<file path="config.mk">
export PLATFORM = sky130hd
export DESIGN_NAME = exe_stage
export DESIGN_NICKNAME = d
export VERILOG_FILES = /design/src/exe_pkg.sv /design/src/exe_stage.sv /design/src/exe_pipe_reg.sv /design/src/exe_result_sel.sv /design/src/exe_branch.sv /design/src/exe_alu.sv /design/src/exe_forward.sv
export SDC_FILE = /design/constraint.sdc
export NUM_CORES = 1
export LEC_CHECK = 0
export ABC_AREA = 1
export BUFFER_PORTS_ARGS = -buffer_cell sky130_fd_sc_hd__buf_2
export CAP_MARGIN = 20
export CORE_ASPECT_RATIO = 1.25
export CORE_MARGIN = 5
export CORE_UTILIZATION = 32
export DETAILED_ROUTE_END_ITERATION = 10
export PLACE_DENSITY = 0.62
export SYNTH_ARGS = -nofsm -noshare
export SYNTH_HDL_FRONTEND = slang
export SYNTH_SLANG_ARGS = --single-unit
export TNS_END_PERCENT = 1
</file>
<file path="constraint.sdc">
create_clock -name clk_in -period 38.2 [get_ports clk_in]
set_input_delay 5.73 -clock clk_in [delete_from_list [all_inputs] [get_ports clk_in]]
set_output_delay 5.73 -clock clk_in [all_outputs]
set_load 0.02 [all_outputs]
</file>
<file path="src/exe_pkg.sv">
// Shared types for the RV32I execute stage; RV32I only, no CSR, M or F state, IC range fixed here
package exe_pkg;

   // -------------------- Widths
   localparam int XLEN    = 32;                  // Register and data width
   localparam int PC_SZ   = 32;                  // Program counter width
   localparam int GPR_ASZ = 5;                   // x0..x31

   // L1 I-cache byte range, inclusive on both ends
   localparam logic [PC_SZ-1:0] L1_IC_LO = 32'h0000_1000;
   localparam logic [PC_SZ-1:0] L1_IC_HI = 32'h0000_1FFF;

   // -------------------- Opcodes
   typedef enum logic [2:0] {ALU, BR, LD, ST, ILL} instr_type_e;

   // LUI passes the y operand straight through
   typedef enum logic [3:0] {
      ADD, SUB, SLL, SLT, SLTU, XOR, SRL, SRA, OR, AND, LUI
   } alu_op_e;

   typedef enum logic [2:0] {BEQ, BNE, BLT, BGE, BLTU, BGEU, JAL, JALR} br_op_e;

   typedef enum logic [1:0] {BYTE, HALF, WORD} ls_size_e;

   // -------------------- Records
   // Decode to execute, register file already read in decode
   typedef struct packed {
      logic [PC_SZ-1:0]   pc;
      logic [XLEN-1:0]    imm;
      logic [PC_SZ-1:0]   predicted_addr;    // Fetch prediction for next PC
      logic [XLEN-1:0]    rs1_data;
      logic [XLEN-1:0]    rs2_data;
      logic [GPR_ASZ-1:0] rd_addr;
      logic [GPR_ASZ-1:0] rs1_addr;
      logic [GPR_ASZ-1:0] rs2_addr;
      logic               rd_wr;
      logic               rs1_rd;            // Instruction reads rs1
      logic               rs2_rd;            // Instruction reads rs2
      instr_type_e        i_type;
      alu_op_e            alu_op;
      br_op_e             br_op;
      ls_size_e           ls_size;
      logic               ls_unsigned;       // LBU / LHU
      logic               sel_x_pc;          // ALU x operand is PC
      logic               sel_y_imm;         // ALU y operand is imm
   } dec_to_exe_t;

   // Result forwarded back from a later stage
   typedef struct packed {
      logic               valid;
      logic               rd_wr;
      logic [GPR_ASZ-1:0] rd_addr;
      logic [XLEN-1:0]    rd_data;
   } fwd_t;

   // Execute to memory
   typedef struct packed {
      logic [PC_SZ-1:0]   pc;
      instr_type_e        i_type;
      logic [PC_SZ-1:0]   predicted_addr;
      logic [PC_SZ-1:0]   br_pc;             // Resolved next PC, branches only
      logic               mispre;
      logic               rd_wr;
      logic [GPR_ASZ-1:0] rd_addr;
      logic [XLEN-1:0]    rd_data;
      logic               is_ld;
      logic               is_st;
      logic [XLEN-1:0]    ls_addr;
      logic [XLEN-1:0]    st_data;
      ls_size_e           ls_size;
      logic               zero_ext;
      logic               mis;               // Load/store address misaligned
      logic               inv_flag;          // Store hits the I-cache range
   } exe_to_mem_t;

   // Branch unit result
   typedef struct packed {
      logic               taken;
      logic [PC_SZ-1:0]   br_pc;             // Target if taken, else PC + 4
      logic [PC_SZ-1:0]   link_pc;           // PC + 4
   } br_res_t;

endpackage
</file>
<file path="src/exe_stage.sv">
// Execute stage top; every unit is one cycle, ready stays low until the first edge after reset
`timescale 1ns/1ps

module exe_stage
   import exe_pkg::*;
(
   input  logic             clk_in,
   input  logic             i_rst_n,
   input  logic             i_pipe_flush,
   // Decode side
   input  logic             i_dec_valid,
   input  dec_to_exe_t      i_dec_data,
   output logic             o_dec_ready,
   // Forwarded results
   input  fwd_t             i_fwd_mem,
   input  fwd_t             i_fwd_wb,
   // Memory side
   output logic             o_mem_valid,
   output exe_to_mem_t      o_mem_data,
   input  logic             i_mem_ready,
   // Fetch reload
   output logic             o_rld_pc,
   output logic [PC_SZ-1:0] o_rld_pc_addr
);

   logic            run_q;                   // Out of reset
   logic            full;
   logic            xfer_in;
   logic            xfer_out;
   logic [XLEN-1:0] rs1_val;
   logic [XLEN-1:0] rs2_val;
   logic [XLEN-1:0] alu_result;
   br_res_t         br_res;
   exe_to_mem_t     exe_dout;

   // -------------------- Handshake
   always_ff @(posedge clk_in or negedge i_rst_n)
   begin
      if (!i_rst_n)
         run_q <= 1'b0;
      else
         run_q <= 1'b1;
   end

   assign xfer_out    = full & i_mem_ready;                   // Record leaves
   assign o_dec_ready = run_q & (!full | xfer_out);           // Room now or next edge
   assign xfer_in     = i_dec_valid & o_dec_ready;            // Record enters
   assign o_mem_valid = full;

   // -------------------- Units
   exe_forward u_forward (
      .i_dec(i_dec_data), .i_fwd_mem(i_fwd_mem), .i_fwd_wb(i_fwd_wb),
      .o_rs1_val(rs1_val), .o_rs2_val(rs2_val)
   );

   exe_alu u_alu (
      .i_dec(i_dec_data), .i_rs1_val(rs1_val), .i_rs2_val(rs2_val), .o_result(alu_result)
   );

   exe_branch u_branch (
      .i_dec(i_dec_data), .i_rs1_val(rs1_val), .i_rs2_val(rs2_val), .o_br_res(br_res)
   );

   exe_result_sel u_result_sel (
      .i_dec_valid(i_dec_valid), .i_dec(i_dec_data),
      .i_rs2_val(rs2_val), .i_rs1_val(rs1_val),
      .i_alu_result(alu_result), .i_br_res(br_res),
      .o_exe_dout(exe_dout), .o_rld_pc(o_rld_pc), .o_rld_pc_addr(o_rld_pc_addr)
   );

   exe_pipe_reg u_pipe_reg (
      .clk_in(clk_in), .i_rst_n(i_rst_n), .i_flush(i_pipe_flush),
      .i_write(xfer_in), .i_data(exe_dout),
      .i_read(xfer_out), .o_full(full), .o_data(o_mem_data)
   );

endmodule

</file>
<file path="src/exe_pipe_reg.sv">
// Single-entry EXE/MEM register; flush wins over a write in the same cycle
`timescale 1ns/1ps

module exe_pipe_reg
   import exe_pkg::*;
(
   input  logic        clk_in,
   input  logic        i_rst_n,
   input  logic        i_flush,              // Drop the held record
   input  logic        i_write,              // Load from execute
   input  exe_to_mem_t i_data,
   input  logic        i_read,               // Taken by memory stage
   output logic        o_full,
   output exe_to_mem_t o_data
);

   logic        full_q;
   exe_to_mem_t data_q;

   // -------------------- Full flag
   always_ff @(posedge clk_in or negedge i_rst_n)
   begin
      if (!i_rst_n)
         full_q <= 1'b0;
      else if (i_flush)
         full_q <= 1'b0;
      else if (i_write)
         full_q <= 1'b1;                     // Also covers read and write together
      else if (i_read)
         full_q <= 1'b0;
   end

   // Payload holds until the next write
   always_ff @(posedge clk_in)
   begin
      if (i_write)
         data_q <= i_data;
   end

   assign o_full = full_q;
   assign o_data = data_q;

endmodule

</file>
<file path="src/exe_result_sel.sv">
// Builds the memory-stage record and PC reload; outputs are zero when decode is not valid
`timescale 1ns/1ps

module exe_result_sel
   import exe_pkg::*;
(
   input  logic             i_dec_valid,
   input  dec_to_exe_t      i_dec,
   input  logic [XLEN-1:0]  i_rs2_val,       // Store data
   input  logic [XLEN-1:0]  i_rs1_val,       // Load/store base
   input  logic [XLEN-1:0]  i_alu_result,
   input  br_res_t          i_br_res,
   output exe_to_mem_t      o_exe_dout,
   output logic             o_rld_pc,        // Fetch must reload
   output logic [PC_SZ-1:0] o_rld_pc_addr
);

   logic [XLEN-1:0] ls_addr;
   logic            ls_mis;
   logic            in_ic;
   logic            mispre;

   // -------------------- Load/store address
   assign ls_addr = i_rs1_val + i_dec.imm;
   assign in_ic   = (ls_addr >= L1_IC_LO) && (ls_addr <= L1_IC_HI);
   assign mispre  = (i_br_res.br_pc != i_dec.predicted_addr);

   always_comb
   begin
      unique case (i_dec.ls_size)
         HALF:    ls_mis = ls_addr[0];
         WORD:    ls_mis = (ls_addr[1:0] != 2'b00);
         default: ls_mis = 1'b0;             // Bytes are always aligned
      endcase
   end

   // -------------------- Record
   always_comb
   begin
      o_exe_dout    = '0;
      o_rld_pc      = 1'b0;
      o_rld_pc_addr = '0;
      if (i_dec_valid)
      begin
         o_exe_dout.pc             = i_dec.pc;
         o_exe_dout.i_type         = i_dec.i_type;
         o_exe_dout.predicted_addr = i_dec.predicted_addr;
         o_exe_dout.rd_addr        = i_dec.rd_addr;
         unique case (i_dec.i_type)
            ALU:
            begin
               o_exe_dout.rd_wr   = i_dec.rd_wr;
               o_exe_dout.rd_data = i_alu_result;
            end
            BR:
            begin
               o_exe_dout.br_pc = i_br_res.br_pc;
               if (mispre)
               begin
                  o_exe_dout.mispre = 1'b1;  // Younger instructions get flushed
                  o_rld_pc          = 1'b1;
                  o_rld_pc_addr     = i_br_res.br_pc;
               end
               else if (i_dec.br_op inside {JAL, JALR})
               begin
                  o_exe_dout.rd_wr   = i_dec.rd_wr;
                  o_exe_dout.rd_data = i_br_res.link_pc;
               end
            end
            LD, ST:
            begin
               o_exe_dout.is_ld    = (i_dec.i_type == LD);
               o_exe_dout.is_st    = (i_dec.i_type == ST);
               o_exe_dout.rd_wr    = (i_dec.i_type == LD) && i_dec.rd_wr;   // Data comes in MEM
               o_exe_dout.ls_addr  = ls_addr;
               o_exe_dout.ls_size  = i_dec.ls_size;
               o_exe_dout.zero_ext = i_dec.ls_unsigned;
               o_exe_dout.mis      = ls_mis;
               if (i_dec.i_type == ST)
               begin
                  o_exe_dout.st_data  = i_rs2_val;
                  o_exe_dout.inv_flag = in_ic;                  // Self-modifying code
               end
            end
            default:
            begin
               o_exe_dout.rd_addr = '0;      // ILL passes as a bubble
            end
         endcase
         if (o_exe_dout.rd_addr == '0)
            o_exe_dout.rd_wr = 1'b0;         // x0 is hardwired
      end
   end

endmodule

</file>
<file path="src/exe_branch.sv">
// Branch and jump resolution; C extension assumed, so no target misalignment is flagged
`timescale 1ns/1ps

module exe_branch
   import exe_pkg::*;
(
   input  dec_to_exe_t     i_dec,
   input  logic [XLEN-1:0] i_rs1_val,
   input  logic [XLEN-1:0] i_rs2_val,
   output br_res_t         o_br_res
);

   logic             eq;
   logic             lt_s;                   // Signed less than
   logic             lt_u;                   // Unsigned less than
   logic             taken;
   logic [PC_SZ-1:0] seq_pc;                 // Next sequential PC
   logic [PC_SZ-1:0] pc_rel;                 // PC relative target
   logic [PC_SZ-1:0] reg_rel;                // JALR target

   // -------------------- Compare
   assign eq   = (i_rs1_val == i_rs2_val);
   assign lt_s = ($signed(i_rs1_val) < $signed(i_rs2_val));
   assign lt_u = (i_rs1_val < i_rs2_val);

   always_comb
   begin
      unique case (i_dec.br_op)
         BEQ:  taken = eq;
         BNE:  taken = !eq;
         BLT:  taken = lt_s;
         BGE:  taken = !lt_s;
         BLTU: taken = lt_u;
         BGEU: taken = !lt_u;
         JAL,
         JALR: taken = 1'b1;                 // Jumps always go
         default:
         begin
            taken = 1'b0;
         end
      endcase
   end

   // -------------------- Targets
   assign seq_pc  = i_dec.pc + 32'd4;
   assign pc_rel  = i_dec.pc + i_dec.imm;
   assign reg_rel = (i_rs1_val + i_dec.imm) & ~32'd1;   // Bit 0 cleared per spec

   always_comb
   begin
      o_br_res.taken   = taken;
      o_br_res.link_pc = seq_pc;             // Written to rd by JAL / JALR
      if (!taken)
         o_br_res.br_pc = seq_pc;            // Fall through
      else if (i_dec.br_op == JALR)
         o_br_res.br_pc = reg_rel;
      else
         o_br_res.br_pc = pc_rel;            // Bxx and JAL
   end

endmodule

</file>
<file path="src/exe_alu.sv">
// Single-cycle integer ALU; shift amount is the low 5 bits of y, no overflow detection
`timescale 1ns/1ps

module exe_alu
   import exe_pkg::*;
(
   input  dec_to_exe_t     i_dec,
   input  logic [XLEN-1:0] i_rs1_val,        // Forwarded rs1
   input  logic [XLEN-1:0] i_rs2_val,        // Forwarded rs2
   output logic [XLEN-1:0] o_result
);

   logic [XLEN-1:0] x_op;
   logic [XLEN-1:0] y_op;
   logic [4:0]      shamt;

   // -------------------- Operand select
   assign x_op  = i_dec.sel_x_pc  ? i_dec.pc  : i_rs1_val;   // AUIPC uses PC
   assign y_op  = i_dec.sel_y_imm ? i_dec.imm : i_rs2_val;   // I-type uses imm
   assign shamt = y_op[4:0];

   // -------------------- Operation
   always_comb
   begin
      unique case (i_dec.alu_op)
         ADD:  o_result = x_op + y_op;
         SUB:  o_result = x_op - y_op;
         SLL:  o_result = x_op << shamt;
         SLT:  o_result = {{(XLEN-1){1'b0}}, $signed(x_op) < $signed(y_op)};
         SLTU: o_result = {{(XLEN-1){1'b0}}, x_op < y_op};
         XOR:  o_result = x_op ^ y_op;
         SRL:  o_result = x_op >> shamt;
         SRA:  o_result = $unsigned($signed(x_op) >>> shamt);  // Sign fill
         OR:   o_result = x_op | y_op;
         AND:  o_result = x_op & y_op;
         LUI:  o_result = y_op;              // Upper immediate already shifted in decode
         default:
         begin
            o_result = '0;                   // Unused encodings
         end
      endcase
   end

endmodule

</file>
<file path="src/exe_forward.sv">
// Operand forwarding; memory result wins over writeback, x0 is never forwarded
`timescale 1ns/1ps

module exe_forward
   import exe_pkg::*;
(
   input  dec_to_exe_t     i_dec,            // Decoded instruction with register data
   input  fwd_t            i_fwd_mem,        // Result from memory stage
   input  fwd_t            i_fwd_wb,         // Result from writeback stage
   output logic [XLEN-1:0] o_rs1_val,
   output logic [XLEN-1:0] o_rs2_val
);

   // Does a forwarded result target this source register
   function automatic logic fwd_hit(
      input fwd_t               fwd,
      input logic               src_rd,
      input logic [GPR_ASZ-1:0] src_addr
   );
      return src_rd && fwd.valid && fwd.rd_wr &&
             (fwd.rd_addr == src_addr) && (src_addr != '0);
   endfunction

   // Priority pick, newest result first
   function automatic logic [XLEN-1:0] fwd_pick(
      input logic               src_rd,
      input logic [GPR_ASZ-1:0] src_addr,
      input logic [XLEN-1:0]    src_data
   );
      if (fwd_hit(i_fwd_mem, src_rd, src_addr))
         return i_fwd_mem.rd_data;           // Memory stage is newer
      else if (fwd_hit(i_fwd_wb, src_rd, src_addr))
         return i_fwd_wb.rd_data;
      else
         return src_data;                    // Value read in decode
   endfunction

   always_comb
   begin
      o_rs1_val = fwd_pick(i_dec.rs1_rd, i_dec.rs1_addr, i_dec.rs1_data);
      o_rs2_val = fwd_pick(i_dec.rs2_rd, i_dec.rs2_addr, i_dec.rs2_data);
   end

endmodule

</file>
==> impl_metrics.json, run 1 <==
{
  "outcome": "finished, final reports clean",
  "area_delta_synth_final_pct": 18.50,
  "die_w_um": 260.8,
  "cts_buffers": 25,
  "cts.hold.buffers_added": 0,
  "clk_pin_slew_worst_paths_ns": 0.06,
  "hold_viol_final": 0,
  "crit_fanout": 51,
  "post_cts_buffers": 0,
  "cp.arrival_ns": 12.76,
  "p_leak_uw": 0.01495,
  "fin_crit_sh_pct": 48.39,
  "rows": 115,
  "synthDistinctLibCells": 62,
  "syn_avg_cell_area_um2": 6.342,
  "worst_path_largest_cell_delay_ns": 0.74,
  "drv_cap": 0,
  "worst_slew_pin_slew_ns": 1.327,
  "fp.dieH_um": 323.5,
  "synth-main-ff-cell": "edfxtp_1",
  "dp_hpwl_um": 109500,
  "setup_violations": 0,
  "ys_ff_latch": 211,
  "synth_area_um2": 25160,
  "antenna_found_initial": 18,
  "placed_cell_area_um2": 28940,
  "initial_utilization_pct": 32.08,
  "p_int_uw": 522.5,
  "grt_pass1_vias": 27710,
  "grt.overflow.total": 0,
  "setup_tns_ns": 0,
  "cpMaxStageDelayCell": "nand2_2",
  "timing.final.ws_setup_ns": 19.71,
  "synth_edf_count": 209,
  "crit_path_end_kind": "output pin",
  "slew_headroom_pct": 10.34,
  "vias": 29970,
  "clock-sinks": 211,
  "place_congestion": 1.032,
  "ys_warn_count": 0,
  "ant_nets": 0,
  "start_kind": "input port",
  "syn_inst": 3967,
  "drt_iter0_markers": 3494,
  "pwr-share-clk_pct": 26.5,
  "nets": 4880,
  "grt_pass1_wl_um": 184300,
  "synth.yosys.seq_area_share_pct": 25.15,
  "post-route-min-period_ns": 18.49,
  "path_common_cell": "nand2_1",
  "tritoncts": "yes",
  "power_density_nw_per_um2": 31.18,
  "r2r-start": "u_pipe_reg.o_full",
  "hold_path_class": "flip-flop to flip-flop",
  "stdcell_count": 5497,
  "critPathRequiredTime_ns": 32.47,
  "rsz0062_at_grt": "no",
  "wl_per_cell_um": 24.13,
  "cts_root_buf": "clkbuf_16",
  "dp_slack_ns": 19.80,
  "final_max_slew_viol_count": 0,
  "wirelength_um": 132600,
  "first_pass_iters": 6,
  "cts-resized-gates": 0,
  "ir_worst_vdd_mv": 0.03147,
  "path_class": "input port to output pin",
  "async_flop_share_pct": 0.9479,
  "grt_max_degree": 83,
  "finalClockSkew_ns": 0.03915,
  "swShare_pct": 43.78,
  "via_per_inst": 5.452,
  "pin_count": 520,
  "portBuffers": 519,
  "critPathLaunch": "i_fwd_wb[32]",
  "final_area_um2": 29810,
  "grtUsageTotal_pct": 29.25,
  "fin_hold_ws_ns": 0.6834,
  "drive_gt1_share_pct": 15.68,
  "fmax_mhz": 54.09,
  "insertion_delay_ns": 0.59,
  "place_inst": 5433,
  "drc": 0,
  "pwr-share-comb_pct": 44.9,
  "dieArea_um2": 84360,
  "core_area_um2": 78420,
  "sequentialPowerShare_pct": 28.6,
  "hp-start": "run_q",
  "syn-num-nets": 4440,
  "cts_max_level": 1,
  "p_switching_uw": 406.9,
  "clock_path_buffers": 3
}
-- cell usage in the layout, fill, tap and decap left out, drive strengths merged, types with 13 or more instances in the layout --
| cell | count |
|---|---|
| nor4 | 13 |
| nand3 | 265 |
| xor2 | 54 |
| diode | 19 |
| nor2 | 446 |
| o22ai | 18 |
| xnor2 | 34 |
| nand4 | 43 |
| nor3 | 34 |
| o21ai | 403 |
| o2111ai | 19 |
| a221oi | 16 |
| nand2 | 1008 |
| a21oi | 273 |
| o211ai | 44 |
| or2 | 30 |
| a21boi | 15 |
| ha | 193 |
| edfxtp | 209 |
| clkbuf | 31 |
| inv | 532 |
| o221ai | 14 |
| buf | 591 |
| a31oi | 38 |
-- metal layers --
metal / global-route usage, % / share of wire [%] / vias to the layer above
met2: 47.81 / 46 / 1646
met3: 5.090 / 9.4 / 309
met5: 0 / 0.031 / -
met1: 37.61 / 39 / 13850
met4: 13.79 / 5.6 / 6
li1: - / - / 14160
-- synthesized netlist by cell type (38+ instances only) --
cell,n,area [µm²]
nand2_1,1005,3772
inv_1,519,1948
nor2_1,440,1652
o21ai_0,387,1937
a21oi_1,273,1366
nand3_1,263,1316
edfxtp_1,209,6276
ha_1,193,2415
clkbuf_1,145,544.3
xor2_1,54,473.0
o211ai_1,44,330.3
nand4_1,43,269.0
a31oi_1,38,237.7
-- area by class of cell --
cell class,count,area [µm²]
clock buffers,31,668.1
well taps,1053,1318
flip-flops and latches,211,6326
diodes,19,47.55
repair buffers,591,3138
multi-input cells,3049,16180
fillers,8577,48610
clock inverters,14,151.4
inverters,529,1986
-- power groups by stage --
stage | logic, µW | registers, µW | clock network (µW)
after global routing | 449 | 267 | 259
after global placement | 405 | 271 | 0
after detailed placement | 405 | 271 | 0
final | 417 | 266 | 246
after CTS | 407 | 266 | 249
after floorplan | 237 | 287 | 0
-- critical path, delay by kind of cell --
kind,cells,cell delay [ns]
AO/OA/AOI/OAI,3,0.85
XOR/XNOR,1,0.14
adder cells (fa/ha/maj),1,0.40
buffers and inverters,3,0.57
AND/OR/NAND/NOR,23,4.96
-- state kept, by name, indices dropped and copies added (netlist names) --
name	flops
u_pipe_reg.o_full	1
run_q	1
u_pipe_reg.o_data	209
-- through the flow --
stage | util [%] | power [µW]
after floorplan | - | 524.1
after global placement | 36.84 | 676.0
after detailed placement | 36.91 | 676.0
after CTS | 37.95 | 922.0
after global routing | 37.99 | 975.2
final | 38.02 | 929.4
-- path summary, 6_finish.rpt --
kind	slack, ns	cells past startpoint	to
max	19.71	31	o_rld_pc_addr[10]
min	0.68	4	u_pipe_reg.o_full
max reg2reg	35.40	5	u_pipe_reg.o_data[30]
min reg2reg	0.68	4	u_pipe_reg.o_full
max in group asynchronous	33.16	1	u_pipe_reg.o_full
min in group asynchronous	4.95	1	run_q
-- cells by family after synthesis --
logic type                 Yosys count  synth area share [%]
muxes                                7                0.2785
DFF                                211                 25.15
and+or+nand+nor                   1853                 30.45
xor gates and xnor gates            88                 3.064
AOI/OAI and AO/OA                  903                 20.32
adders and majority gates          197                 9.917
buffers and inverters              707                 10.81
other                                1               0.01491
(Power assumes the default switching activity.)
==> run 2, diff against run 1 <==
PLACE_DENSITY = 0.64   (was 0.62)
clock period = 15 ns   (was 38.2 ns; I/O delays follow)
==> run 2 against run 1 <==
Design area fell by 0.29%. Combinational power rose to 2.5 times the previous value. Final cell count fell by 0.15%. Routed wire length fell by 1.7%. Utilization fell by 0.11 points.
==> impl_metrics.json, run 2 (same netlist as run 1, synthesis figures left out) <==
{
  "core_area_um2": 78420,
  "setup_tns_ns": 0,
  "layout_commonest_cell": "nand2_1",
  "hold_path_class": "flip-flop to flip-flop",
  "initial_utilization_pct": 32.08,
  "dieArea_um2": 84360,
  "fin_crit_sh_pct": 78.46,
  "drt_iter0_markers": 3955,
  "wirelength_um": 130400,
  "vias": 30190,
  "hold_path_depth": 4,
  "pin_count": 520,
  "rows": 115,
  "fp.dieH_um": 323.5,
  "clock-sinks": 211,
  "grt_pass1_wl_um": 182900,
  "power_density_nw_per_um2": 77.55,
  "cts_root_buf": "clkbuf_16",
  "post-route-min-period_ns": 11.77,
  "hold_viol_final": 0,
  "start_kind": "input port",
  "crit_fanout": 51,
  "die_w_um": 260.8,
  "tritoncts": "yes",
  "clock_path_buffers": 3,
  "worst_path_largest_cell_delay_ns": 0.77,
  "fmax_mhz": 84.96,
  "p_leak_uw": 0.01491,
  "drc": 0,
  "grt_pass1_vias": 27650,
  "finalClockSkew_ns": 0.02798,
  "path_common_cell": "nand2_1",
  "drv_cap": 0,
  "insertion_delay_ns": 0.56,
  "clk_pin_slew_worst_paths_ns": 0.06,
  "ant_nets": 0,
  "final_cell_mix": "nand2_1 (1005), buf_2 (520), inv_1 (519)",
  "cts_max_level": 1,
  "portBuffers": 519,
  "ir_worst_vdd_mv": 0.06461,
  "wl_per_cell_um": 23.76,
  "grtUsageTotal_pct": 28.79,
  "grt.overflow.total": 0,
  "post_cts_buffers": 0,
  "place_congestion": 1.054,
  "largest_register_ffs": 209,
  "area_delta_synth_final_pct": 18.15,
  "worst_slew_pin_slew_ns": 1.159,
  "worst_r2r_path_depth": 5,
  "final_max_slew_viol_count": 0,
  "drive_gt1_share_pct": 15.53,
  "nets": 4881,
  "cts-resized-gates": 0,
  "crit_path_end_kind": "output pin",
  "stdcell_count": 5489,
  "antenna_found_initial": 13,
  "first_pass_iters": 6,
  "cp.arrival_ns": 9.52,
  "cts_buffers": 24,
  "fin_hold_ws_ns": 0.7219,
  "path_class": "input port to output pin",
  "cpMaxStageDelayCell": "nand2_2",
  "setup_violations": 0,
  "cts.hold.buffers_added": 0,
  "via_per_inst": 5.500,
  "rsz0062_at_grt": "no",
  "critPathRequiredTime_ns": 12.75,
  "dp_hpwl_um": 106400,
  "place_inst": 5433,
  "outcome": "finished, final reports clean",
  "slew_headroom_pct": 22.74,
  "grt_max_degree": 164
}
==> run 2: worst paths after layout <==
path	start	to	slack, ns
max in group asynchronous	i_rst_n	u_pipe_reg.o_full	13.42
hold / removal	u_pipe_reg.o_full	u_pipe_reg.o_full	0.72
min in group asynchronous	i_rst_n	run_q	1.48
setup / recovery	i_fwd_wb[37]	o_rld_pc_addr[4]	3.23
setup reg to reg	u_pipe_reg.o_full	u_pipe_reg.o_data[14]	12.49
hold reg to reg	u_pipe_reg.o_full	u_pipe_reg.o_full	0.72
==> run 2: final cells by class <==
class | count | area, µm²
Clock buffer | 30 | 623.1
Tap cell | 1053 | 1318
Fill cell | 8692 | 48690
Timing Repair Buffer | 593 | 3163
Antenna cell | 11 | 27.53
Clock inverter | 13 | 111.4
Sequential cell | 211 | 6326
Inverter | 529 | 1986
Multi-Input combinational cell | 3049 | 16170
==> run 2: critical path, delay by kind of cell <==
kind / cells / cell delay (ns)
compound gates: 3 / 0.85
fa+ha+maj: 1 / 0.41
buf+inv: 3 / 0.56
simple gates: 25 / 5.36
==> run 2: report_power, final <==
part | total (µW) | switching [µW] | leakage [µW] | internal [µW]
combinational | 1060 | 755 | 0.0124 | 303
sequential | 678 | 5.22 | 0.00212 | 673
clock | 569 | 255 | 0.000349 | 314
total | 2310 | 1020 | 0.0149 | 1290
==> run 2: routing by layer <==
metal	track usage, %	share of wire (%)
met1	37.58	39
met2	46.69	45
met3	4.551	10
met4	13.66	5.7
met5	0	0.010
==> run 2: metrics by stage <==
step	setup slack, ns	instance area (µm²)	power [µW]	utilization (%)
after CTS	3.446	29680	2281	37.85
after global routing	2.749	29720	2420	37.90
after global placement	3.664	28950	1714	36.92
after detailed placement	3.470	28950	1714	36.92
after floorplan	3.487	25160	1329	-
final	3.230	29720	2305	37.91
